File: config.mk
export PLATFORM = sky130hd
export DESIGN_NAME = prediction_combiner
export DESIGN_NICKNAME = d
export VERILOG_FILES = /design/src/rtl/prediction_combiner.sv
export SDC_FILE = /design/constraint.sdc
export NUM_CORES = 1
export LEC_CHECK = 0
export BUFFER_PORTS_ARGS = -buffer_cell sky130_fd_sc_hd__buf_2
export CORE_AREA = 10 10 47 49
export CTS_BUF_LIST = sky130_fd_sc_hd__clkbuf_4 sky130_fd_sc_hd__clkbuf_8 sky130_fd_sc_hd__clkbuf_16
export DETAILED_ROUTE_END_ITERATION = 10
export DIE_AREA = 0 0 57 59
export PLACE_DENSITY = 0.37
export SLEW_MARGIN = 40
export SYNTH_ARGS = -nofsm -noshare
export SYNTH_HDL_FRONTEND = slang
export SYNTH_SLANG_ARGS = --single-unit
File: constraint.sdc
create_clock -name clk -period 0.8 [get_ports clk]
set_input_delay 0.08 -clock clk [delete_from_list [all_inputs] [get_ports clk]]
set_output_delay 0.08 -clock clk [all_outputs]
set_load 0.03 [all_outputs]
File: src/rtl/prediction_combiner.sv
`timescale 1ns/1ps

module prediction_combiner (
    input  logic clk,
    input  logic reset,
    input  logic lookup_valid,
    input  logic update_valid,
    input  logic update_taken,
    input  logic lookup_choice,
    input  logic update_choice,
    // taken cache results
    input  logic taken_lookup_hit,
    input  logic taken_lookup_dir,
    input  logic taken_update_hit,
    input  logic taken_update_dir,
    // not-taken cache results
    input  logic not_taken_lookup_hit,
    input  logic not_taken_lookup_dir,
    input  logic not_taken_update_hit,
    input  logic not_taken_update_dir,
    output logic pred_valid,
    output logic pred_taken,
    output logic choice_write,
    output logic choice_taken,
    output logic taken_counter_step,
    output logic taken_allocate,
    output logic taken_outcome,
    output logic not_taken_counter_step,
    output logic not_taken_allocate,
    output logic not_taken_outcome
);

    logic lookup_hit;
    logic lookup_dir;
    logic lookup_pred;
    logic update_hit;
    logic update_dir;
    logic choice_wrong;
    logic cache_correct;
    logic step;
    logic alloc;

    // choice taken looks for not-taken exceptions, and the other way round
    assign lookup_hit  = lookup_choice ? not_taken_lookup_hit : taken_lookup_hit;
    assign lookup_dir  = lookup_choice ? not_taken_lookup_dir : taken_lookup_dir;
    // exception entry wins on a hit
    assign lookup_pred = lookup_hit ? lookup_dir : lookup_choice;

    // one cycle of latency
    always_ff @(posedge clk) begin
        if (reset) begin
            pred_valid <= 1'b0;
        end else begin
            pred_valid <= lookup_valid;
        end
    end

    always_ff @(posedge clk) begin
        if (lookup_valid) begin
            pred_taken <= lookup_pred;
        end
    end

    // consulted cache at the update address
    assign update_hit   = update_choice ? not_taken_update_hit : taken_update_hit;
    assign update_dir   = update_choice ? not_taken_update_dir : taken_update_dir;
    assign choice_wrong = update_choice != update_taken;
    // choice missed but the exception got it right
    assign cache_correct = choice_wrong && update_hit && (update_dir == update_taken);

    // choice counter is left alone only when the cache covered for it
    assign choice_write = update_valid && !cache_correct;
    assign choice_taken = update_taken;

    assign step  = update_valid && update_hit;
    assign alloc = update_valid && !update_hit && choice_wrong;

    // route writes to the consulted cache only
    assign taken_counter_step     = step && !update_choice;
    assign taken_allocate         = alloc && !update_choice;
    assign not_taken_counter_step = step && update_choice;
    assign not_taken_allocate     = alloc && update_choice;

    assign taken_outcome     = update_taken;
    assign not_taken_outcome = update_taken;

endmodule

==> reports/results.ini <==
[final_layout]
nFillCells = 172
final_common_cell = buf_2
final-seq-area_sq_um = 50.0
syn2layout_area_growth_pct = 106
fin_cells = 58
num_antenna_cells = 0
multi_input_comb_area_sq_um = 85.1
final_cell_mix = buf_2, clkbuf_4, buf_4
drive_above_1_share_pct = 71.4
nets = 58
fin_area_sq_um = 323

[power_and_ir_drop]
clkPwrFrac_pct = 50.6
combPwrFrac_pct = 28.0
seq_power_share_pct = 21.4
peakVddDrop_v = 0.000446
sw_frac_of_total_pct = 28.1
internal_power_w = 0.000402
p_sw_w = 0.000157
p_leak_nw = 0.183
power-per-cell-area_nw_per_um2 = 1730

[logic_synthesis]
synth_ff_type = edfxtp_1
syn_area_sq_um = 156
async_flop_share_pct = 0
avgSynthCellArea_sq_um = 9.20
synth_top_area_share_pct = 19.2
synth.distinct_cells = 15
synth_top_area_cell = edfxtp_1
synth-seq-cells = 2
yosysWarnings = 0
synth_edf_count = 1
synth_most_common_cell = buf_4
syn_inst = 17
syn_nets = 32
yosysSeqAreaShare_pct = 32.0
synth.area.top_cells = edfxtp_1, buf_4, dfxtp_1

[sta]
hold_viol = 0
tightest_slew_ns = 0.163
post-route-period-util_pct = 103
rsz0062_at_grt = yes
finalSetupViolations = 1
fin_crit_ns = 0.822
max_slew_margin_pct = 89.2
drv_slew = 0
fin_ws_ns = -0.0224
fmax_ghz = 1.22

[clocking]
root_buffer = clkbuf_4
cts_buffers = 3
cts_tree = done
ctsHoldBuffers = 0
cts_buffer_depth = 2
path_clk_slew_ns = 0.03
cts_max_level = 1
cts_setup_buffers = 0
cts.sinks = 2

[worst_setup_path]
endpoint_kind = output pin
cpPeakStageDelay_ns = 0.37
crit_chain = buf_6
critPathBufInv = 1
worstPathMaxFanout = 1
cp.required_ns = 0.72
critical_path.endpoint = pred_taken
path_delay_family = flip-flops
crit_cells = 1
startpoint_type = flip-flop
cp.arrival_ns = 0.74
crit_path_top_delay_cell = edfxtp_1
worstSetupPathType = flip-flop to output pin
critPathLaunch = pred_taken

[global_route]
grt_pass1_vias = 272
grt_overflow_total = 0
grt_pass1_wl_mm = 1.05
grt_max_degree = 8
grt_usage_pct = 3.94
antenna_found_initial = 0

[placement]
io_buffers = 24
dp.cells = 54
place.gp.congestion = 0.590
dpl_cell_area_sq_um = 279

[drt]
vias = 239
drc = 0
ant_nets = 0
wl_per_cell_um = 12.1
routed_wl_um = 700
drtIter0Drc = 1
detail_route.first_pass.iterations = 2
vias_per_cell = 4.12

[floorplanning]
die-area_sq_um = 3360
core-area_sq_um = 1400
initial_core_util_pct = 11.2
ioPinCount = 25
die_h_um = 59
num_rows = 14
die_x_um = 57

[worst_hold_path]
hold_class = primary input to flip-flop
holdPathStages = 2

[job]
maxCapViolations = 0

[run_status]
status = complete, but fails checks
violations = setup timing

-- registers in the layout, indices dropped and copies added, names as in the netlist --
register	cells
pred_valid	1
pred_taken	1
-- through the flow --
step | util [%] | hold WS [ns] | setup slack (ns) | total power [W] | setup TNS (ns)
after floorplan | - | 0.152 | 0.199 | 0.000207 | 0
after global placement | 19.9 | 0.251 | 0.0279 | 0.000269 | 0
after detailed placement | 19.9 | 0.249 | 0.0283 | 0.000268 | 0
after CTS | 22.7 | 0.0106 | -0.0364 | 0.000573 | -0.0364
after global routing | 23.0 | 0.0261 | -0.0405 | 0.000593 | -0.0449
final | 23.0 | 0.0150 | -0.0224 | 0.000559 | -0.0224
-- final cells by class --
class	count	area share [%]
clock buffers	4	9.30
repair buffers	24	41.5
multi-input cells	11	26.4
well taps	16	6.20
flip-flops and latches	2	15.5
inverters	1	1.16
-- power groups by stage --
| stage | Clock [W] | Combinational, W | Sequential [W] |
|---|---|---|---|
| final | 0.000283 | 0.000157 | 0.000119 |
| after global routing | 0.000303 | 0.000170 | 0.000120 |
| after CTS | 0.000298 | 0.000155 | 0.000120 |
| after detailed placement | 0 | 0.000148 | 0.000119 |
| after global placement | 0 | 0.000150 | 0.000119 |
| after floorplan | 0 | 0.0000709 | 0.000136 |
-- routing by layer --
metal	vias up	global-route usage, %	share of wire (%)
met3	2	4.72	20
li1	111	-	-
met1	101	4.07	47
met2	25	4.50	33
met4	0	2.01	0.71
met5	-	0	0
-- how the worst min path moves through the flow --
stage,startpoint,endpoint,slack (ns)
after floorplan,reset,pred_valid,0.15
after global placement,reset,pred_valid,0.25
after detailed placement,reset,pred_valid,0.25
after CTS,reset,pred_valid,0.01
after global routing,reset,pred_valid,0.03
final,reset,pred_valid,0.01
-- cell families (layout without fill, tap and decap cells) --
group,count (synthesis),after routing,share of synthesized area (%)
AND/OR/NAND/NOR,8,8,37.6
AO/OA/AOI/OAI,3,3,13.6
flip-flops,2,2,32.0
buffers and inverters,4,29,16.8
-- what timing repair did --
action | in CTS | in global routing
pin swaps | 0 | 0
endpoints found under the setup margin | 2 | 2
resized for setup | 3 | 2
Note: power is estimated with default switching activity, not from simulation.
