--- src/rtl/yags_pkg.sv ---
package yags_pkg;

    // branch address, bits 1:0 unused
    typedef logic [31:0] pc_t;

    // 2-bit saturating counter, msb set means taken
    typedef logic [1:0] counter_t;

    // counter encodings
    localparam counter_t ctr_strong_nt = 2'b00;
    localparam counter_t ctr_weak_nt   = 2'b01;
    localparam counter_t ctr_weak_t    = 2'b10;
    localparam counter_t ctr_strong_t  = 2'b11;

    // default table geometry
    localparam int default_index_width = 10;
    localparam int default_ghr_width   = 10;
    localparam int default_tag_width   = 6;

    // one saturating step toward the resolved direction
    function automatic counter_t ctr_next(counter_t ctr, logic taken);
        counter_t result;
        result = ctr;
        if (taken) begin
            // count up, hold at strong taken
            if (ctr != ctr_strong_t) begin
                result = ctr + 2'd1;
            end
        end else begin
            // count down, hold at strong not taken
            if (ctr != ctr_strong_nt) begin
                result = ctr - 2'd1;
            end
        end
        return result;
    endfunction

endpackage

--- src/rtl/choice_table.sv ---
`timescale 1ns/1ps

module choice_table #(
    parameter int index_width = yags_pkg::default_index_width
) (
    input  logic          clk,
    input  logic          reset,
    input  yags_pkg::pc_t lookup_pc,
    input  yags_pkg::pc_t update_pc,
    input  logic          choice_write,
    input  logic          choice_taken,
    output logic          lookup_choice,
    output logic          update_choice
);

    localparam int entries = 2 ** index_width;

    // pc-indexed bias counters
    yags_pkg::counter_t counters [entries];

    logic [index_width-1:0] lookup_idx;
    logic [index_width-1:0] update_idx;

    // word address, no history
    assign lookup_idx = lookup_pc[index_width+1:2];
    assign update_idx = update_pc[index_width+1:2];

    // two combinational read ports
    // only the direction bit leaves the table
    assign lookup_choice = counters[lookup_idx][1];
    assign update_choice = counters[update_idx][1];

    // reset walks the whole array to weak not taken
    always_ff @(posedge clk) begin
        if (reset) begin
            for (int i = 0; i < entries; i++) begin
                counters[i] <= yags_pkg::ctr_weak_nt;
            end
        end else if (choice_write) begin
            // saturate toward the resolved direction
            counters[update_idx] <= yags_pkg::ctr_next(counters[update_idx], choice_taken);
        end
    end

endmodule

--- config.mk ---
export PLATFORM = sky130hd
export DESIGN_NAME = choice_table
export DESIGN_NICKNAME = d
export VERILOG_FILES = /design/src/rtl/yags_pkg.sv /design/src/rtl/choice_table.sv
export SDC_FILE = /design/constraint.sdc
export NUM_CORES = 2
export LEC_CHECK = 0
export BUFFER_PORTS_ARGS = -buffer_cell sky130_fd_sc_hd__buf_4
export CAP_MARGIN = 20
export CORE_MARGIN = 4
export CORE_UTILIZATION = 40
export DETAILED_ROUTE_END_ITERATION = 7
export PLACE_DENSITY_LB_ADDON = 0.15
export SYNTH_ARGS = -nofsm -noshare
export SYNTH_HDL_FRONTEND = slang
export SYNTH_SLANG_ARGS = --single-unit
--- constraint.sdc ---
create_clock -name clk -period 5.1 [get_ports clk]
set_input_delay 0.255 -clock clk [delete_from_list [all_inputs] [get_ports clk]]
set_output_delay 0.255 -clock clk [all_outputs]
set_load 0.005 [all_outputs]
==> out/metrics.csv <==
stage,metric,value,unit
route,wl_met3,63900,um
clock_tree,cts_inserted_buffers,225,
finish,largest_reg_flops,2048,
yosys,synth_top_cell_area_share,55.9,%
clock_tree,cts-resized-gates,0,
yosys,ys_async_sr_fraction,0,%
floorplanning,ioPinCount,70,
finish,n_fill_cell,24500,
placement,place_hpwl,299000,um
worst_setup_path,worst-endpoint-arrival,4.44,ns
floorplanning,die_w,532,um
yosys,synth_edf_count,2048,
sta,finalMaxSlewViolations,0,
sta,tightest_slew,1.27,ns
yosys,ys.flop_type,edfxtp_1,
route,routed_via_density,7.03,
floorplanning,die_area,283000,um2
worst_setup_path,worstPathRequired,4.85,ns
placement,portBuffers,25,
clock_tree,h-tree-depth,4,
run,maxCapViolations,0,
global_routing,grt_usage,33.8,%
route,post_drt_wl_per_cell,40.6,um
yosys,synthSimpleGateAreaFrac,12.3,%
route,drt_iter0_markers,14500,
route,highest_layer,met5,
route,drc,0,
power_and_ir_drop,p_leak,42.3,nW
worst_setup_path,crit_type,in2out,
sta,min_period_over_period,92.0,%
global_routing,grt_max_degree,196,
sta,skew,0.0831,ns
floorplanning,start_util,40.2,%
worst_setup_path,crit_path_max_fanout,20,
global_routing,grt_pass1_wl,674000,um
global_routing,gr-total-overflow,0,
sta,fin_ws,0.409,ns
finish,top_register,counters,
power_and_ir_drop,peakVddDrop,293,uV
global_routing,grt_antenna_before_repair,40,
sta,hold_viol,0,
yosys,synthTopCellsByCount,"edfxtp_1 (2048), nand3_1 (1017), mux2i_1 (937), nor3_1 (913), a21o_1 (833)",
placement,place_worst_setup_slack,-0.114,ns
yosys,synth.area.top_cells,"edfxtp_1 (56%), mux2i_1 (8.5%), mux4_2 (7.5%)",
worst_setup_path,worst_setup_path_end_kind,output port,
yosys,synth_xor_area_share,0,%
worst_hold_path,hold_class,in2reg,
clock_tree,cts_root_buf,clkbuf_16,
finish,reg.largest.list,counters: 2048 flops,
yosys,yosysWarnings,0,
sta,period_needed,4.69,ns
floorplanning,fp.dieH,532,um
clock_tree,tritoncts,built,
yosys,yosysTopAreaCell,edfxtp_1,
sta,relSlewSlack,15.4,%
route,via_count,85900,
sta,final.setup.tns,0,ns
clock_tree,clockBufferDepth,3,
route,m1WireLength,184000,um
power_and_ir_drop,cellPowerDensity,332,nW/um2
yosys,synth-seq-area-share,55.9,%
yosys,synth-compound-area-share,10.3,%
route,wl_met2,216000,um
clock_tree,clk_transition_reported_paths,0.06,ns
worst_setup_path,start_kind,input port,
finish,area_delta_synth_final,12.8,%
yosys,synthMuxAreaShare,16.0,%
clock_tree,clock_latency,0.93,ns
yosys,synth.most_common_cell,edfxtp_1,
clock_tree,clock-sinks,2048,
clock_tree,post_cts.repair.setup_buffers,0,
yosys,syn_area_per_cell,12.6,um2
global_routing,grt_pass1_vias,81600,
yosys,synth_cells,8757,
route,wl,495000,um
power_and_ir_drop,total_power,41.2,mW
yosys,yosys.area_share.adder,0.0193,%
route,final_antenna_net_count,0,
finish,final_util,45.3,%
finish,drive_above_1_share,19.1,%
sta,holdWs,0.188,ns
clock_tree,hold_buffers,2,
finish,layout.nets,8464,
yosys,syn-cell-area,110000,um2
floorplanning,core_area,274000,um2
yosys,synth_cell_type_count,56,
route,dr.pass1.iters,6,
yosys,synth-seq-cells,2048,
yosys,synth_nets,8825,
sta,rsz0062_at_grt,no,
yosys,synth_top_family_by_area,multiplexers,
floorplanning,rows,192,
sta,setup_violations,0,
sta,fmax,0.213,GHz
run_status,status,"finished, final reports clean",
placement,globalplace.congestion,0.917,
==> worst max-delay path: stages <==
cell and delay, ns:
buf_4 0.36, or4_4 0.58, buf_4 0.32, buf_4 0.21, o22ai_1 0.08, nor4_1 0.45
o2111ai_1 0.45, nand4_1 0.43, nand4_1 0.28, a211oi_1 0.43, buf_4 0.21, buf_4 0.15
inv_1 0.05, buf_4 0.13
==> final timing paths <==
check,from,to,slack (ns),depth (start not counted)
worst min-delay path,choice_taken,counters[788][1],0.19,4
worst max register to register,counters[866][1],counters[123][0],0.60,12
worst max-delay path,update_pc[6],update_choice,0.41,14
worst min register to register,counters[888][0],counters[775][0],1.72,10
==> where the power goes <==
part	switching [mW]	internal, mW	total (mW)
sequential	0.199	18.9	19.1
combinational	3.86	1.90	5.76
clock	7.32	9.08	16.4
==> per-stage QoR <==
| step | std cells | area, um2 |
|---|---|---|
| finish | 12200 | 124000 |
| CTS | 12200 | 124000 |
| global route | 12200 | 124000 |
| floorplan | 8757 | 110000 |
| global placement | 11700 | 117000 |
| detailed placement | 11800 | 117000 |
==> cell type report <==
cell class	instances	area (um2)	area share, %
Sequential cell	2048	61500	49.6
Multi-Input combinational cell	5452	43400	35.0
Timing Repair Buffer	667	7300	5.88
Clock buffer	276	5820	4.70
Tap cell	3589	4490	3.62
Clock inverter	145	1370	1.11
Antenna cell	26	65.1	0.0525
Inverter	2	7.51	0.00605
==> routing by layer <==
layer | vias to the layer above | GRT usage, %
li1 | 33600 | -
met1 | 44300 | 45.6
met2 | 6670 | 50.0
met3 | 1303 | 8.78
met4 | 10 | 18.0
met5 | - | 0
==> cell usage in the layout, fill, tap and decap left out, drive strengths merged, types with 25 or more instances in the layout <==
cell type / n
mux4: 364
edfxtp: 2048
nor4: 90
nand4: 25
o21bai: 161
nor2: 131
o21ai: 33
mux2i: 937
nand2: 151
buf: 665
a22oi: 38
o22ai: 418
nand3: 1017
clkbuf: 276
nor3: 1056
diode: 26
clkinv: 115
a21o: 833
==> logic make-up after synthesis <==
group | after synthesis
simple gates | 2561
flops | 2048
compound gates | 1585
mux | 1304
buf+inv | 1257
fa+ha+maj | 2
Power figures use the tool's default switching activity.
