File: config.mk
export PLATFORM = sky130hd
export DESIGN_NAME = global_history
export DESIGN_NICKNAME = d
export VERILOG_FILES = /design/src/rtl/yags_pkg.sv /design/src/rtl/global_history.sv
export SDC_FILE = /design/constraint.sdc
export NUM_CORES = 1
export LEC_CHECK = 0
export BUFFER_PORTS_ARGS = -buffer_cell sky130_fd_sc_hd__clkbuf_2
export CELL_PAD_IN_SITES_DETAIL_PLACEMENT = 1
export CELL_PAD_IN_SITES_GLOBAL_PLACEMENT = 2
export CORE_ASPECT_RATIO = 0.5
export CORE_UTILIZATION = 10
export DETAILED_ROUTE_END_ITERATION = 8
export PLACE_DENSITY_LB_ADDON = 0.1
export REMOVE_ABC_BUFFERS = 1
export SLEW_MARGIN = 25
export SYNTH_ARGS = -nofsm -noshare
export SYNTH_HDL_FRONTEND = slang
export SYNTH_SLANG_ARGS = --single-unit
File: constraint.sdc
create_clock -name clk -period 0.8 [get_ports clk]
set_input_delay 0 -clock clk [delete_from_list [all_inputs] [get_ports clk]]
set_output_delay 0 -clock clk [all_outputs]
set_load 0.01 [all_outputs]
File: src/rtl/yags_pkg.sv
package yags_pkg;

    // branch address, bits 1:0 unused
    typedef logic [31:0] pc_t;

    // 2-bit saturating counter, msb set means taken
    typedef logic [1:0] counter_t;

    // counter encodings
    localparam counter_t ctr_strong_nt = 2'b00;
    localparam counter_t ctr_weak_nt   = 2'b01;
    localparam counter_t ctr_weak_t    = 2'b10;
    localparam counter_t ctr_strong_t  = 2'b11;

    // default table geometry
    localparam int default_index_width = 10;
    localparam int default_ghr_width   = 10;
    localparam int default_tag_width   = 6;

    // one saturating step toward the resolved direction
    function automatic counter_t ctr_next(counter_t ctr, logic taken);
        counter_t result;
        result = ctr;
        if (taken) begin
            // count up, hold at strong taken
            if (ctr != ctr_strong_t) begin
                result = ctr + 2'd1;
            end
        end else begin
            // count down, hold at strong not taken
            if (ctr != ctr_strong_nt) begin
                result = ctr - 2'd1;
            end
        end
        return result;
    endfunction

endpackage

File: src/rtl/global_history.sv
`timescale 1ns/1ps

module global_history #(
    parameter int index_width = yags_pkg::default_index_width,
    parameter int ghr_width   = yags_pkg::default_ghr_width,
    parameter int tag_width   = yags_pkg::default_tag_width
) (
    input  logic                   clk,
    input  logic                   reset,
    input  logic                   update_valid,
    input  logic                   update_taken,
    input  yags_pkg::pc_t          lookup_pc,
    input  yags_pkg::pc_t          update_pc,
    output logic [index_width-1:0] lookup_index,
    output logic [index_width-1:0] update_index,
    output logic [tag_width-1:0]   lookup_tag,
    output logic [tag_width-1:0]   update_tag
);

    logic [ghr_width-1:0]   ghr;
    // history fitted to the index width
    logic [index_width-1:0] ghr_fit;

    // newest outcome enters at bit 0
    always_ff @(posedge clk) begin
        if (reset) begin
            ghr <= '0;
        end else if (update_valid) begin
            ghr <= {ghr[ghr_width-2:0], update_taken};
        end
    end

    // zero-extend or truncate
    assign ghr_fit = index_width'(ghr);

    // word address bits above the byte offset, folded with history
    assign lookup_index = lookup_pc[index_width+1:2] ^ ghr_fit;
    assign update_index = update_pc[index_width+1:2] ^ ghr_fit;

    // tag sits right above the choice index
    assign lookup_tag = lookup_pc[index_width+tag_width+1:index_width+2];
    assign update_tag = update_pc[index_width+tag_width+1:index_width+2];

endmodule

==> metrics.json, run 1 <==
{
  "sta": {
    "period_needed_ps": 875,
    "maxSlewViolCount": 0,
    "clock-skew-final_ps": 2.15,
    "finalSetupViolations": 20,
    "max-slew-margin-rel_pct": 85.3,
    "fmax_ghz": 1.14,
    "worst_hold_slack_ps": 0.115,
    "timing.final.hold_violations": 0,
    "worst_pin_slew_ps": 220,
    "post-route-period-util_pct": 109,
    "setup_repair_after_global_routing_missed_its_margin": "true",
    "setup_slack_ps": -75.5
  },
  "clocking": {
    "cts_num_sinks": 10,
    "number_of_buffers_on_the_longest_clock_path": 2,
    "clk_pin_slew_ps": 40,
    "clkLatencyLatePin_ps": 230,
    "htree_num_levels": 1,
    "tritoncts": "yes",
    "cts-buffers-inserted": 3,
    "ctsRootBufferMaster": "clkbuf_16"
  },
  "drt": {
    "antenna_violating_nets_post_route": 0,
    "vias": 569,
    "drt-vias-per-instance": 3.20,
    "drc": 0,
    "firstDrtPassIters": 3,
    "drt-initial-drc-count": 1,
    "wl_per_cell_microns": 10.6,
    "wl_mm": 1.88
  },
  "floorplanning": {
    "die_ar_sq_mm": 0.00652,
    "floorplan.die.height_microns": 57.6,
    "initial_utilization_pct": 10.8,
    "die_width_microns": 113,
    "core_area_sq_mm": 0.00571,
    "num_rows": 19,
    "boundaryPins": 100
  },
  "grt": {
    "grt_start_max_net_pins": 11,
    "grt_antenna_before_repair": 0,
    "global_route_usage_sum_pct": 6.01,
    "grt.overflow.total": 0,
    "grt_pass1_vias": 562,
    "grt_first_pass_wirelength_mm": 2.77
  },
  "placed_design": {
    "port_buffers": 43,
    "dp_hpwl_mm": 1.52,
    "detailedPlace.worstSlack_ps": 69.3,
    "globalplace.congestion": 0.535
  },
  "yosys": {
    "synthSimpleGateAreaFrac_pct": 6.07,
    "synth-seq-cells": 10,
    "synth_xor_area_share_pct": 28.3,
    "synth_warn": 0,
    "post_synth_inst_count": 64,
    "synthAdderAreaFrac_pct": 0,
    "ys_top_cells_by_area": "dfxtp_1 (32%), xor2_1 (28%), mux2i_1 (16%), buf_4 (15%), nor2_1 (6.1%)",
    "ys_seq_area_share_pct": 32.4,
    "post_synthesis_cell_type_count": 7,
    "synthDominantAreaCellType": "dfxtp_1",
    "synthesis.area_per_instance_sq_um": 9.66,
    "synth_mux_area_share_pct": 16.2,
    "synth_top_family_by_area": "XOR/XNOR gates",
    "synth_compound_area_share_pct": 0,
    "netlist_area_sq_um": 618,
    "yosys.area.top_type_share_pct": 32.4
  },
  "worst_setup_path": {
    "cp_num_buf_inv": 1,
    "worst_ep_arrival_time_ps": 880,
    "path_delay_family": "flip-flops",
    "setup.worst_path.end_class": "output port",
    "crit_type": "reg -> out",
    "timing.critical_path.from_type": "flop",
    "cp_slowest_stage_delay_ps": 360,
    "worstPathMaxFanout": 4,
    "r2r_slack_ps": 30,
    "worstPathRequired_ps": 800,
    "worst-r2r-cell-count": 3,
    "crit-reg2reg-launch": "ghr[3]$_SDFFE_PP0P_",
    "cpMaxStageDelayCell": "dfxtp_4",
    "crit-reg2reg-capture": "ghr[4]$_SDFFE_PP0P_",
    "worstPathCellList": "xor2_1, buf_2"
  },
  "status": {
    "violations": "setup timing",
    "status": "finished with violations"
  },
  "power_and_ir_drop": {
    "ir_drop_uv": 654,
    "pwr_density_cell_mw_per_mm2": 1560,
    "p_leak_nw": 0.553
  },
  "cells_and_area": {
    "final_nets": 175,
    "fin_util_pct": 18.1,
    "commonest_cells_after_routing_fill_and_taps_aside": "clkbuf_2 (24), xor2_1 (19), buf_2 (19), mux2i_1 (10), nor2_1 (10)",
    "top_regs": "ghr: 10 flops",
    "fillerInstances": 677,
    "final_layout_size_suffix_gt1_share_pct": 62.9,
    "synthToLayoutAreaGrowth_pct": 67.2,
    "largest_reg_flops": 10,
    "layout.cells.most_common": "clkbuf_2",
    "registers.top_by_ff_count": "ghr",
    "antennaDiodeCount": 0
  },
  "min_path": {
    "timing.hold.worst_path_depth": 0,
    "whs_endpoint": "lookup_tag[0]",
    "hp_class": "in -> out",
    "hold_startpoint": "lookup_pc[12]"
  },
  "run": {
    "max-cap-violations": 0
  }
}
synthesized netlist by cell type (all sizes together):
cell type and count:
buf 14, xor2 20, dfxtp 10, nor2 10, mux2i 10
metal layers:
layer  share of wire [%]  wire [microns]  GRT usage (%)
met5                 2.8              52           5.93
met4                 1.2              22           2.26
met2                  43             807           8.06
met3                  21             390           6.80
met1                  32             606           5.31
timing repair:
| action | in CTS | in global routing |
|---|---|---|
| hold buffers | 0 | 0 |
| setup buffers | 8 | 0 |
| pin swaps | 7 | 12 |
| gates resized for setup | 18 | 25 |
| setup endpoints to repair | 20 | 26 |
power by group:
group	internal, mW	switching (mW)
combinational	0.137	0.118
sequential	0.483	0.00767
clock	0.648	0.222
total	1.27	0.348
stage by stage:
stage               setup TNS [ps]  power, mW  cell area, sq um  std cells
floorplan                        0      0.613               513         50
global placement                 0      0.774               840        167
detailed placement               0      0.772               840        167
CTS                          -1650       1.64              1010        178
global route                 -2250       1.72              1030        178
finish                       -1240       1.62              1030        178
final cells by class:
class | count | area [sq um] | area share [%]
Clock buffer | 3 | 75.1 | 7.26
Multi-Input combinational cell | 40 | 320 | 31.0
Sequential cell | 10 | 233 | 22.5
Tap cell | 73 | 91.3 | 8.84
Timing Repair Buffer | 52 | 314 | 30.4
kinds of logic after synthesis:
group                     Yosys count
xor gates and xnor gates           20
buffers and inverters              14
DFF                                10
muxes                              10
and+or+nand+nor                    10
worst register-to-register path, stage by stage (launching register included):
cell and delay [ps]:
dfxtp_4 340, buf_4 130, mux2i_1 130, nor2_1 50
worst max-delay path by stage:
stage | startpoint | cells after the start | slack, ps | end
after global placement | ghr[0]$_SDFFE_PP0P_ | 2 | 90 | lookup_index[0]
after floorplan | ghr[0]$_SDFFE_PP0P_ | 1 | 200 | lookup_index[0]
after global routing | ghr[3]$_SDFFE_PP0P_ | 2 | -140 | lookup_index[3]
after detailed placement | ghr[4]$_SDFFE_PP0P_ | 2 | 70 | lookup_index[4]
final | ghr[2]$_SDFFE_PP0P_ | 2 | -80 | lookup_index[2]
after CTS | ghr[4]$_SDFFE_PP0P_ | 2 | -100 | lookup_index[4]
Note: power is estimated with default switching activity, not from simulation.
==> run 2, diff against run 1 <==
--- a/config.mk
+++ b/config.mk
@@ -11,7 +11,7 @@
 export CORE_ASPECT_RATIO = 0.5
 export CORE_UTILIZATION = 10
 export DETAILED_ROUTE_END_ITERATION = 8
-export PLACE_DENSITY_LB_ADDON = 0.1
+export PLACE_DENSITY_LB_ADDON = 0.3
 export REMOVE_ABC_BUFFERS = 1
 export SLEW_MARGIN = 25
 export SYNTH_ARGS = -nofsm -noshare
==> run 2 against run 1 <==
Effect of this change:
- fmax decreased by 0.73%
- critical path depth unchanged
- non-clock buffer count unchanged
- critical path type unchanged
- first-iteration DRC count increased to 14 times the previous value
- combinational power about the same
- hold slack about the same
- sequential power about the same
- register-to-register slack about the same
- utilization increased by 0.24 points
- critical endpoint is now update_index[2]
- the run still ends with setup timing left
- routed wire length decreased by 8.3%
- clock-buffer cell count increased by 1
==> metrics.json, run 2 (synthesis results as in run 1) <==
{
  "sta": {
    "timing.final.hold_violations": {"value": 0, "change": "unchanged"},
    "setup_slack": {"value": -81.9, "unit": "ps", "change": "was -75.5 ps"},
    "period_needed": {"value": 882, "unit": "ps", "change": "was 875 ps"},
    "clock-skew-final": {"value": 2.23, "unit": "ps", "change": "was 2.15 ps"},
    "worst_hold_slack": {"value": 0.0996, "unit": "ps", "change": "was 0.115 ps"},
    "finalSetupViolations": {"value": 20, "change": "unchanged"},
    "post-route-period-util": {"value": 110, "unit": "%", "change": "was 109%"},
    "worst_pin_slew": {"value": 205, "unit": "ps", "change": "was 220 ps"},
    "fmax": {"value": 1.13, "unit": "GHz", "change": "was 1.14 GHz"},
    "maxSlewViolCount": {"value": 0, "change": "unchanged"},
    "max-slew-margin-rel": {"value": 86.4, "unit": "%", "change": "was 85.3%"},
    "fin_tns_setup": {"value": -1290, "unit": "ps", "change": "was -1240 ps"},
    "setup_repair_after_global_routing_missed_its_margin": {"value": "true", "change": "unchanged"}
  },
  "status": {
    "violations": {"value": "setup timing", "change": "unchanged"},
    "status": {"value": "finished with violations", "change": "unchanged"}
  },
  "drt": {
    "drc": {"value": 0, "change": "unchanged"},
    "antenna_violating_nets_post_route": {"value": 0, "change": "unchanged"},
    "vias": {"value": 567, "change": "was 569"},
    "drt-initial-drc-count": {"value": 14, "change": "was 1"},
    "wl_per_cell": {"value": 9.63, "unit": "microns", "change": "was 10.6 microns"},
    "firstDrtPassIters": {"value": 3, "change": "unchanged"},
    "drt-vias-per-instance": {"value": 3.17, "change": "was 3.20"},
    "wl": {"value": 1.72, "unit": "mm", "change": "was 1.88 mm"}
  },
  "run": {
    "max-cap-violations": {"value": 0, "change": "unchanged"}
  },
  "clocking": {
    "htree_num_levels": {"value": 1, "change": "unchanged"},
    "cts.hold.buffers_added": {"value": 0, "change": "unchanged"},
    "cts-buffers-inserted": {"value": 3, "change": "unchanged"},
    "ctsRootBufferMaster": {"value": "clkbuf_16", "change": "unchanged"},
    "clkLatencyLatePin": {"value": 230, "unit": "ps", "change": "about the same"},
    "tritoncts": {"value": "yes", "change": "unchanged"},
    "number_of_buffers_on_the_longest_clock_path": {"value": 2, "change": "unchanged"},
    "cts_num_sinks": {"value": 10, "change": "unchanged"},
    "clk_pin_slew": {"value": 40, "unit": "ps", "change": "about the same"}
  },
  "power_and_ir_drop": {
    "p_leak": {"value": 0.560, "unit": "nW", "change": "was 0.553 nW"},
    "total_power": {"value": 1.72, "unit": "mW", "change": "was 1.62 mW"},
    "ir_drop": {"value": 787, "unit": "uV", "change": "was 654 uV"},
    "pwr_density_cell": {"value": 1640, "unit": "mW/mm^2", "change": "was 1560 mW/mm^2"}
  },
  "grt": {
    "grt_start_max_net_pins": {"value": 11, "change": "unchanged"},
    "grt.met2_usage": {"value": 8.50, "unit": "%", "change": "was 8.06%"},
    "grt_busiest_layer": {"value": "met2", "change": "unchanged"},
    "met1_track_usage_gr": {"value": 4.28, "unit": "%", "change": "was 5.31%"},
    "global_route_usage_sum": {"value": 5.40, "unit": "%", "change": "was 6.01%"},
    "grt_pass1_vias": {"value": 566, "change": "was 562"},
    "grt_antenna_before_repair": {"value": 0, "change": "unchanged"},
    "grt_first_pass_wirelength": {"value": 2.57, "unit": "mm", "change": "was 2.77 mm"},
    "grt.overflow.total": {"value": 0, "change": "unchanged"},
    "grt_util_met3": {"value": 4.78, "unit": "%", "change": "was 6.80%"}
  },
  "floorplanning": {
    "num_rows": {"value": 19, "change": "unchanged"},
    "boundaryPins": {"value": 100, "change": "unchanged"},
    "die_width": {"value": 113, "unit": "microns", "change": "unchanged"},
    "floorplan.die.height": {"value": 57.6, "unit": "microns", "change": "unchanged"},
    "core_area": {"value": 0.00571, "unit": "sq mm", "change": "unchanged"},
    "die_ar": {"value": 0.00652, "unit": "sq mm", "change": "unchanged"},
    "initial_utilization": {"value": 10.8, "unit": "%", "change": "unchanged"}
  },
  "cells_and_area": {
    "final_layout_size_suffix_gt1_share": {"value": 62.3, "unit": "%", "change": "was 62.9%"},
    "final_cells": {"value": 179, "change": "was 178"},
    "layout.cells.most_common": {"value": "clkbuf_2", "change": "unchanged"},
    "final_nets": {"value": 175, "change": "unchanged"},
    "largest_reg_flops": {"value": 10, "change": "unchanged"},
    "commonest_cells_after_routing_fill_and_taps_aside": {"value": "clkbuf_2 (24), xor2_1 (20), buf_2 (19), mux2i_1 (10), nor2_1 (10)", "change": "was clkbuf_2 (24), xor2_1 (19), buf_2 (19), mux2i_1 (10), nor2_1 (10)"},
    "registers.top_by_ff_count": {"value": "ghr", "change": "unchanged"},
    "top_regs": {"value": "ghr: 10 flops", "change": "unchanged"},
    "antennaDiodeCount": {"value": 0, "change": "unchanged"},
    "synthToLayoutAreaGrowth": {"value": 69.4, "unit": "%", "change": "was 67.2%"}
  },
  "worst_setup_path": {
    "worstPathMaxFanout": {"value": 4, "change": "unchanged"},
    "worst_ep_arrival_time": {"value": 880, "unit": "ps", "change": "about the same"},
    "crit_type": {"value": "reg -> out", "change": "unchanged"},
    "setup.worst_path.end_class": {"value": "output port", "change": "unchanged"},
    "worstPathRequired": {"value": 800, "unit": "ps", "change": "about the same"},
    "timing.critical_path.from_type": {"value": "flop", "change": "unchanged"}
  },
  "placed_design": {
    "placedCellCount": {"value": 167, "change": "unchanged"},
    "dp_hpwl": {"value": 1.42, "unit": "mm", "change": "was 1.52 mm"},
    "globalplace.congestion": {"value": 0.557, "change": "was 0.535"},
    "port_buffers": {"value": 43, "change": "unchanged"}
  },
  "min_path": {
    "hp_class": {"value": "in -> out", "change": "unchanged"}
  }
}
-- run 2: cell types whose count changed in the layout (fill, tap and decap cells not counted) --
cell,before,now
buf_6,5,7
buf_4,3,1
clkbuf_8,0,1
xor2_1,19,20
xor2_2,1,0
-- run 2: critical path: stages (launching register included) --
cell and delay [ps]:
dfxtp_4 360, xor2_1 140, buf_2 140
-- run 2: stage by stage --
stage,instance area (sq um),setup slack (ps),util [%]
final,1050,-81.9,18.4
after global routing,1050,-164,18.4
after CTS,1020,-105,17.8
after detailed placement,840,57.3,14.7
after global placement,840,77.5,14.7
after floorplan,513,196,-
-- run 2: timing repair --
| item | in CTS | in global routing |
|---|---|---|
| endpoints found under the setup margin | 20 | 28 |
| pin swaps | 5 | 11 |
| resized for setup | 16 | 28 |
| buffers inserted | 8 | 0 |
-- run 2: per-layer routing --
layer  share of wire, %  vias to the layer above
met5                2.6                        -
met1                 32                      246
met4                2.3                        2
met2                 46                       40
met3                 17                        6
li1                   -                      273
-- run 2: worst paths after layout --
check	from	to	slack, ps	depth (start not counted)
setup / recovery	ghr[2]$_SDFFE_PP0P_	update_index[2]	-80	2
setup reg to reg	ghr[1]$_SDFFE_PP0P_	ghr[2]$_SDFFE_PP0P_	40	3
hold / removal	lookup_pc[15]	lookup_tag[3]	0.1	0
hold reg to reg	ghr[9]$_SDFFE_PP0P_	ghr[9]$_SDFFE_PP0P_	530	2
-- run 2: cell type report --
type	count	area, sq um
Clock buffer	4	88.8
Fill cell	683	4660
Multi-Input combinational cell	40	313
Sequential cell	10	233
Tap cell	73	91.3
Timing Repair Buffer	52	322
-- run 2: where the power goes --
| part | internal [mW] | switching [mW] | leakage [nW] |
|---|---|---|---|
| sequential | 0.484 | 0.00756 | 0.0881 |
| combinational | 0.137 | 0.118 | 0.428 |
| clock | 0.751 | 0.223 | 0.0442 |
| total | 1.37 | 0.348 | 0.560 |
==> run 3, diff against run 2 <==
==> constraint.sdc (replaced) <==
create_clock -name clk -period 0.8 [get_ports clk]
set_input_delay 0.12 -clock clk [delete_from_list [all_inputs] [get_ports clk]]
set_output_delay 0.12 -clock clk [all_outputs]
set_load 0.01 [all_outputs]
==> run 3 against run 2 <==
Effect of this change:
- the run still ends with setup timing left
- sequential power up 1%
- routed wire length is 0.58% lower
- sequential share of layout area grew 0.082 points
- clock-buffer cell count fell by 1
- final cell count did not move
- critical path type unchanged
- critical endpoint is now update_index[9]
==> metrics.json, run 3 (synthesis results as in run 1) <==
{
  "worst_setup_path": {
    "crit-reg2reg-launch": {"value": "ghr[2]$_SDFFE_PP0P_", "change": "was ghr[1]$_SDFFE_PP0P_"},
    "crit_type": {"value": "reg -> out", "change": "unchanged"},
    "crit-reg2reg-capture": {"value": "ghr[3]$_SDFFE_PP0P_", "change": "was ghr[2]$_SDFFE_PP0P_"},
    "r2r_slack": {"value": 30, "unit": "ps", "change": "was 40 ps"},
    "timing.critical_path.from_type": {"value": "flop", "change": "unchanged"},
    "worstPathCellList": {"value": "xor2_1, buf_2", "change": "unchanged"},
    "cp_slowest_stage_delay": {"value": 340, "unit": "ps", "change": "was 360 ps"},
    "path_delay_family": {"value": "flip-flops", "change": "unchanged"},
    "cp_num_buf_inv": {"value": 1, "change": "unchanged"},
    "worstPathMaxFanout": {"value": 3, "change": "was 4"},
    "setup.worst_path.end_class": {"value": "output port", "change": "unchanged"},
    "timing.critical_path.from": {"value": "ghr[9]$_SDFFE_PP0P_", "change": "was ghr[2]$_SDFFE_PP0P_"},
    "worst_ep_arrival_time": {"value": 870, "unit": "ps", "change": "was 880 ps"},
    "cpMaxStageDelayCell": {"value": "dfxtp_2", "change": "was dfxtp_4"},
    "worst-r2r-cell-count": {"value": 3, "change": "unchanged"},
    "worstPathRequired": {"value": 680, "unit": "ps", "change": "was 800 ps"}
  },
  "drt": {
    "drc": {"value": 0, "change": "unchanged"},
    "antenna_violating_nets_post_route": {"value": 0, "change": "unchanged"},
    "wl": {"value": 1.71, "unit": "mm", "change": "was 1.72 mm"},
    "firstDrtPassIters": {"value": 2, "change": "was 3"},
    "drt-vias-per-instance": {"value": 3.20, "change": "was 3.17"},
    "wl_per_cell": {"value": 9.58, "unit": "microns", "change": "was 9.63 microns"},
    "vias": {"value": 573, "change": "was 567"},
    "drt-initial-drc-count": {"value": 3, "change": "was 14"}
  },
  "cells_and_area": {
    "sequential_standard_cell_area": {"value": 228, "unit": "sq um", "change": "was 233 sq um"},
    "final_nets": {"value": 176, "change": "was 175"},
    "antennaDiodeCount": {"value": 0, "change": "unchanged"},
    "final_layout_size_suffix_gt1_share": {"value": 62.3, "unit": "%", "change": "unchanged"},
    "commonest_cells_after_routing_fill_and_taps_aside": {"value": "clkbuf_2 (24), xor2_1 (20), buf_2 (19), mux2i_1 (10), nor2_1 (10)", "change": "unchanged"},
    "layout.cells.most_common": {"value": "clkbuf_2", "change": "unchanged"},
    "fillerInstances": {"value": 664, "change": "was 683"},
    "synthToLayoutAreaGrowth": {"value": 65.2, "unit": "%", "change": "was 69.4%"},
    "largest_reg_flops": {"value": 10, "change": "unchanged"},
    "final_cells": {"value": 179, "change": "unchanged"},
    "fin_util": {"value": 17.9, "unit": "%", "change": "was 18.4%"},
    "top_regs": {"value": "ghr: 10 flops", "change": "unchanged"},
    "registers.top_by_ff_count": {"value": "ghr", "change": "unchanged"},
    "multiInputGateArea": {"value": 313, "unit": "sq um", "change": "unchanged"}
  },
  "sta": {
    "setup_repair_after_global_routing_missed_its_margin": {"value": "true", "change": "unchanged"},
    "maxSlewViolCount": {"value": 0, "change": "unchanged"},
    "clock-skew-final": {"value": 0.321, "unit": "ps", "change": "was 2.23 ps"},
    "worst_pin_slew": {"value": 212, "unit": "ps", "change": "was 205 ps"},
    "period_needed": {"value": 990, "unit": "ps", "change": "was 882 ps"},
    "max-slew-margin-rel": {"value": 85.8, "unit": "%", "change": "was 86.4%"},
    "setup_slack": {"value": -190, "unit": "ps", "change": "was -81.9 ps"},
    "worst_hold_slack": {"value": 137, "unit": "ps", "change": "was 0.0996 ps"},
    "fmax": {"value": 1.01, "unit": "GHz", "change": "was 1.13 GHz"},
    "timing.final.hold_violations": {"value": 0, "change": "unchanged"},
    "finalSetupViolations": {"value": 20, "change": "unchanged"},
    "post-route-period-util": {"value": 124, "unit": "%", "change": "was 110%"}
  },
  "placed_design": {
    "dp_hpwl": {"value": 1.46, "unit": "mm", "change": "was 1.42 mm"},
    "detailedPlace.worstSlack": {"value": -20.8, "unit": "ps", "change": "was 57.3 ps"},
    "placedCellCount": {"value": 176, "change": "was 167"},
    "globalplace.congestion": {"value": 0.552, "change": "was 0.557"},
    "port_buffers": {"value": 43, "change": "unchanged"}
  },
  "clocking": {
    "number_of_buffers_on_the_longest_clock_path": {"value": 2, "change": "unchanged"},
    "post_cts.repair.setup_buffers": {"value": 0, "change": "was 8"},
    "htree_num_levels": {"value": 1, "change": "unchanged"},
    "cts-buffers-inserted": {"value": 3, "change": "unchanged"},
    "tritoncts": {"value": "yes", "change": "unchanged"},
    "clk_pin_slew": {"value": 40, "unit": "ps", "change": "about the same"},
    "cts_num_sinks": {"value": 10, "change": "unchanged"},
    "ctsRootBufferMaster": {"value": "clkbuf_16", "change": "unchanged"},
    "clkLatencyLatePin": {"value": 230, "unit": "ps", "change": "about the same"}
  },
  "power_and_ir_drop": {
    "pwr_density_cell": {"value": 1580, "unit": "mW/mm^2", "change": "was 1640 mW/mm^2"},
    "ir_drop": {"value": 485, "unit": "uV", "change": "was 787 uV"},
    "p_leak": {"value": 0.557, "unit": "nW", "change": "was 0.560 nW"},
    "total_power": {"value": 1.61, "unit": "mW", "change": "was 1.72 mW"}
  },
  "floorplanning": {
    "num_rows": {"value": 19, "change": "unchanged"},
    "core_area": {"value": 0.00571, "unit": "sq mm", "change": "unchanged"},
    "boundaryPins": {"value": 100, "change": "unchanged"},
    "initial_utilization": {"value": 10.8, "unit": "%", "change": "unchanged"},
    "die_width": {"value": 113, "unit": "microns", "change": "unchanged"},
    "floorplan.die.height": {"value": 57.6, "unit": "microns", "change": "unchanged"},
    "die_ar": {"value": 0.00652, "unit": "sq mm", "change": "unchanged"}
  },
  "grt": {
    "global_route_usage_sum": {"value": 5.33, "unit": "%", "change": "was 5.40%"},
    "grt_pass1_vias": {"value": 545, "change": "was 566"},
    "grt_start_max_net_pins": {"value": 11, "change": "unchanged"},
    "grt.overflow.total": {"value": 0, "change": "unchanged"},
    "grt_first_pass_wirelength": {"value": 2.48, "unit": "mm", "change": "was 2.57 mm"},
    "grt_antenna_before_repair": {"value": 0, "change": "unchanged"}
  },
  "status": {
    "status": {"value": "finished with violations", "change": "unchanged"},
    "violations": {"value": "setup timing", "change": "unchanged"}
  },
  "min_path": {
    "whs_endpoint": {"value": "ghr[0]$_SDFFE_PP0P_", "change": "was lookup_tag[3]"},
    "timing.hold.worst_path_depth": {"value": 3, "change": "was 0"},
    "hp_class": {"value": "in -> reg", "change": "was in -> out"},
    "hold_startpoint": {"value": "update_taken", "change": "was lookup_pc[15]"}
  },
  "run": {
    "max-cap-violations": {"value": 0, "change": "unchanged"}
  }
}
==> run 3: cell types whose count changed in the layout (fill, tap and decap cells not counted) <==
| cell | before | now |
|---|---|---|
| dfxtp_2 | 2 | 4 |
| dfxtp_4 | 8 | 6 |
| buf_4 | 1 | 6 |
| clkbuf_8 | 1 | 0 |
| buf_6 | 7 | 3 |
==> run 3: worst max-delay path by stage <==
stage	end	slack (ps)	cells after the start
detailed placement	update_index[6]	-20	2
floorplan	lookup_index[0]	80	1
global route	lookup_index[2]	-270	2
global placement	lookup_index[2]	-10	2
finish	update_index[9]	-190	2
CTS	update_index[9]	-230	2
==> run 3: timing repair <==
item | 4_1_cts | 5_1_grt
hold buffers | 0 | 0
resized for setup | 11 | 27
endpoints found under the setup margin | 20 | 24
pin swaps | 2 | 6
endpoints found under the hold margin | 0 | 0
==> run 3: layout make-up <==
cell class / instances / share of cell area [%]
sequential: 10 / 22.3
tap: 73 / 8.95
multi-input combinational: 40 / 30.6
timing repair buffer: 53 / 30.8
clock buffer: 3 / 7.35
==> run 3: power breakdown <==
| part | switching (mW) | internal (mW) | total [mW] | leakage [nW] |
|---|---|---|---|---|
| clock | 0.211 | 0.646 | 0.858 | 0.0370 |
| combinational | 0.117 | 0.137 | 0.254 | 0.432 |
| sequential | 0.00736 | 0.490 | 0.498 | 0.0875 |
==> run 3: layer usage <==
| layer | vias up | global-route usage (%) | part of all wire, % |
|---|---|---|---|
| met3 | 6 | 4.89 | 17 |
| met5 | - | 4.44 | 2.6 |
| met4 | 2 | 3.38 | 2.1 |
| li1 | 274 | - | - |
| met1 | 249 | 4.73 | 31 |
| met2 | 42 | 7.54 | 47 |
==> run 3: through the flow <==
stage / TNS (ps) / cell area [sq um]
6_report: -3590 / 1020
2_1_floorplan: 0 / 513
3_3_place_gp: -21.2 / 907
3_5_place_dp: -84.9 / 907
4_1_cts: -4080 / 997
5_1_grt: -4630 / 1020
==> run 3: worst reg2reg max path, cell delays in order, from the launching register on <==
cell and delay (ps):
dfxtp_4 350, buf_4 130, mux2i_1 120, nor2_1 50
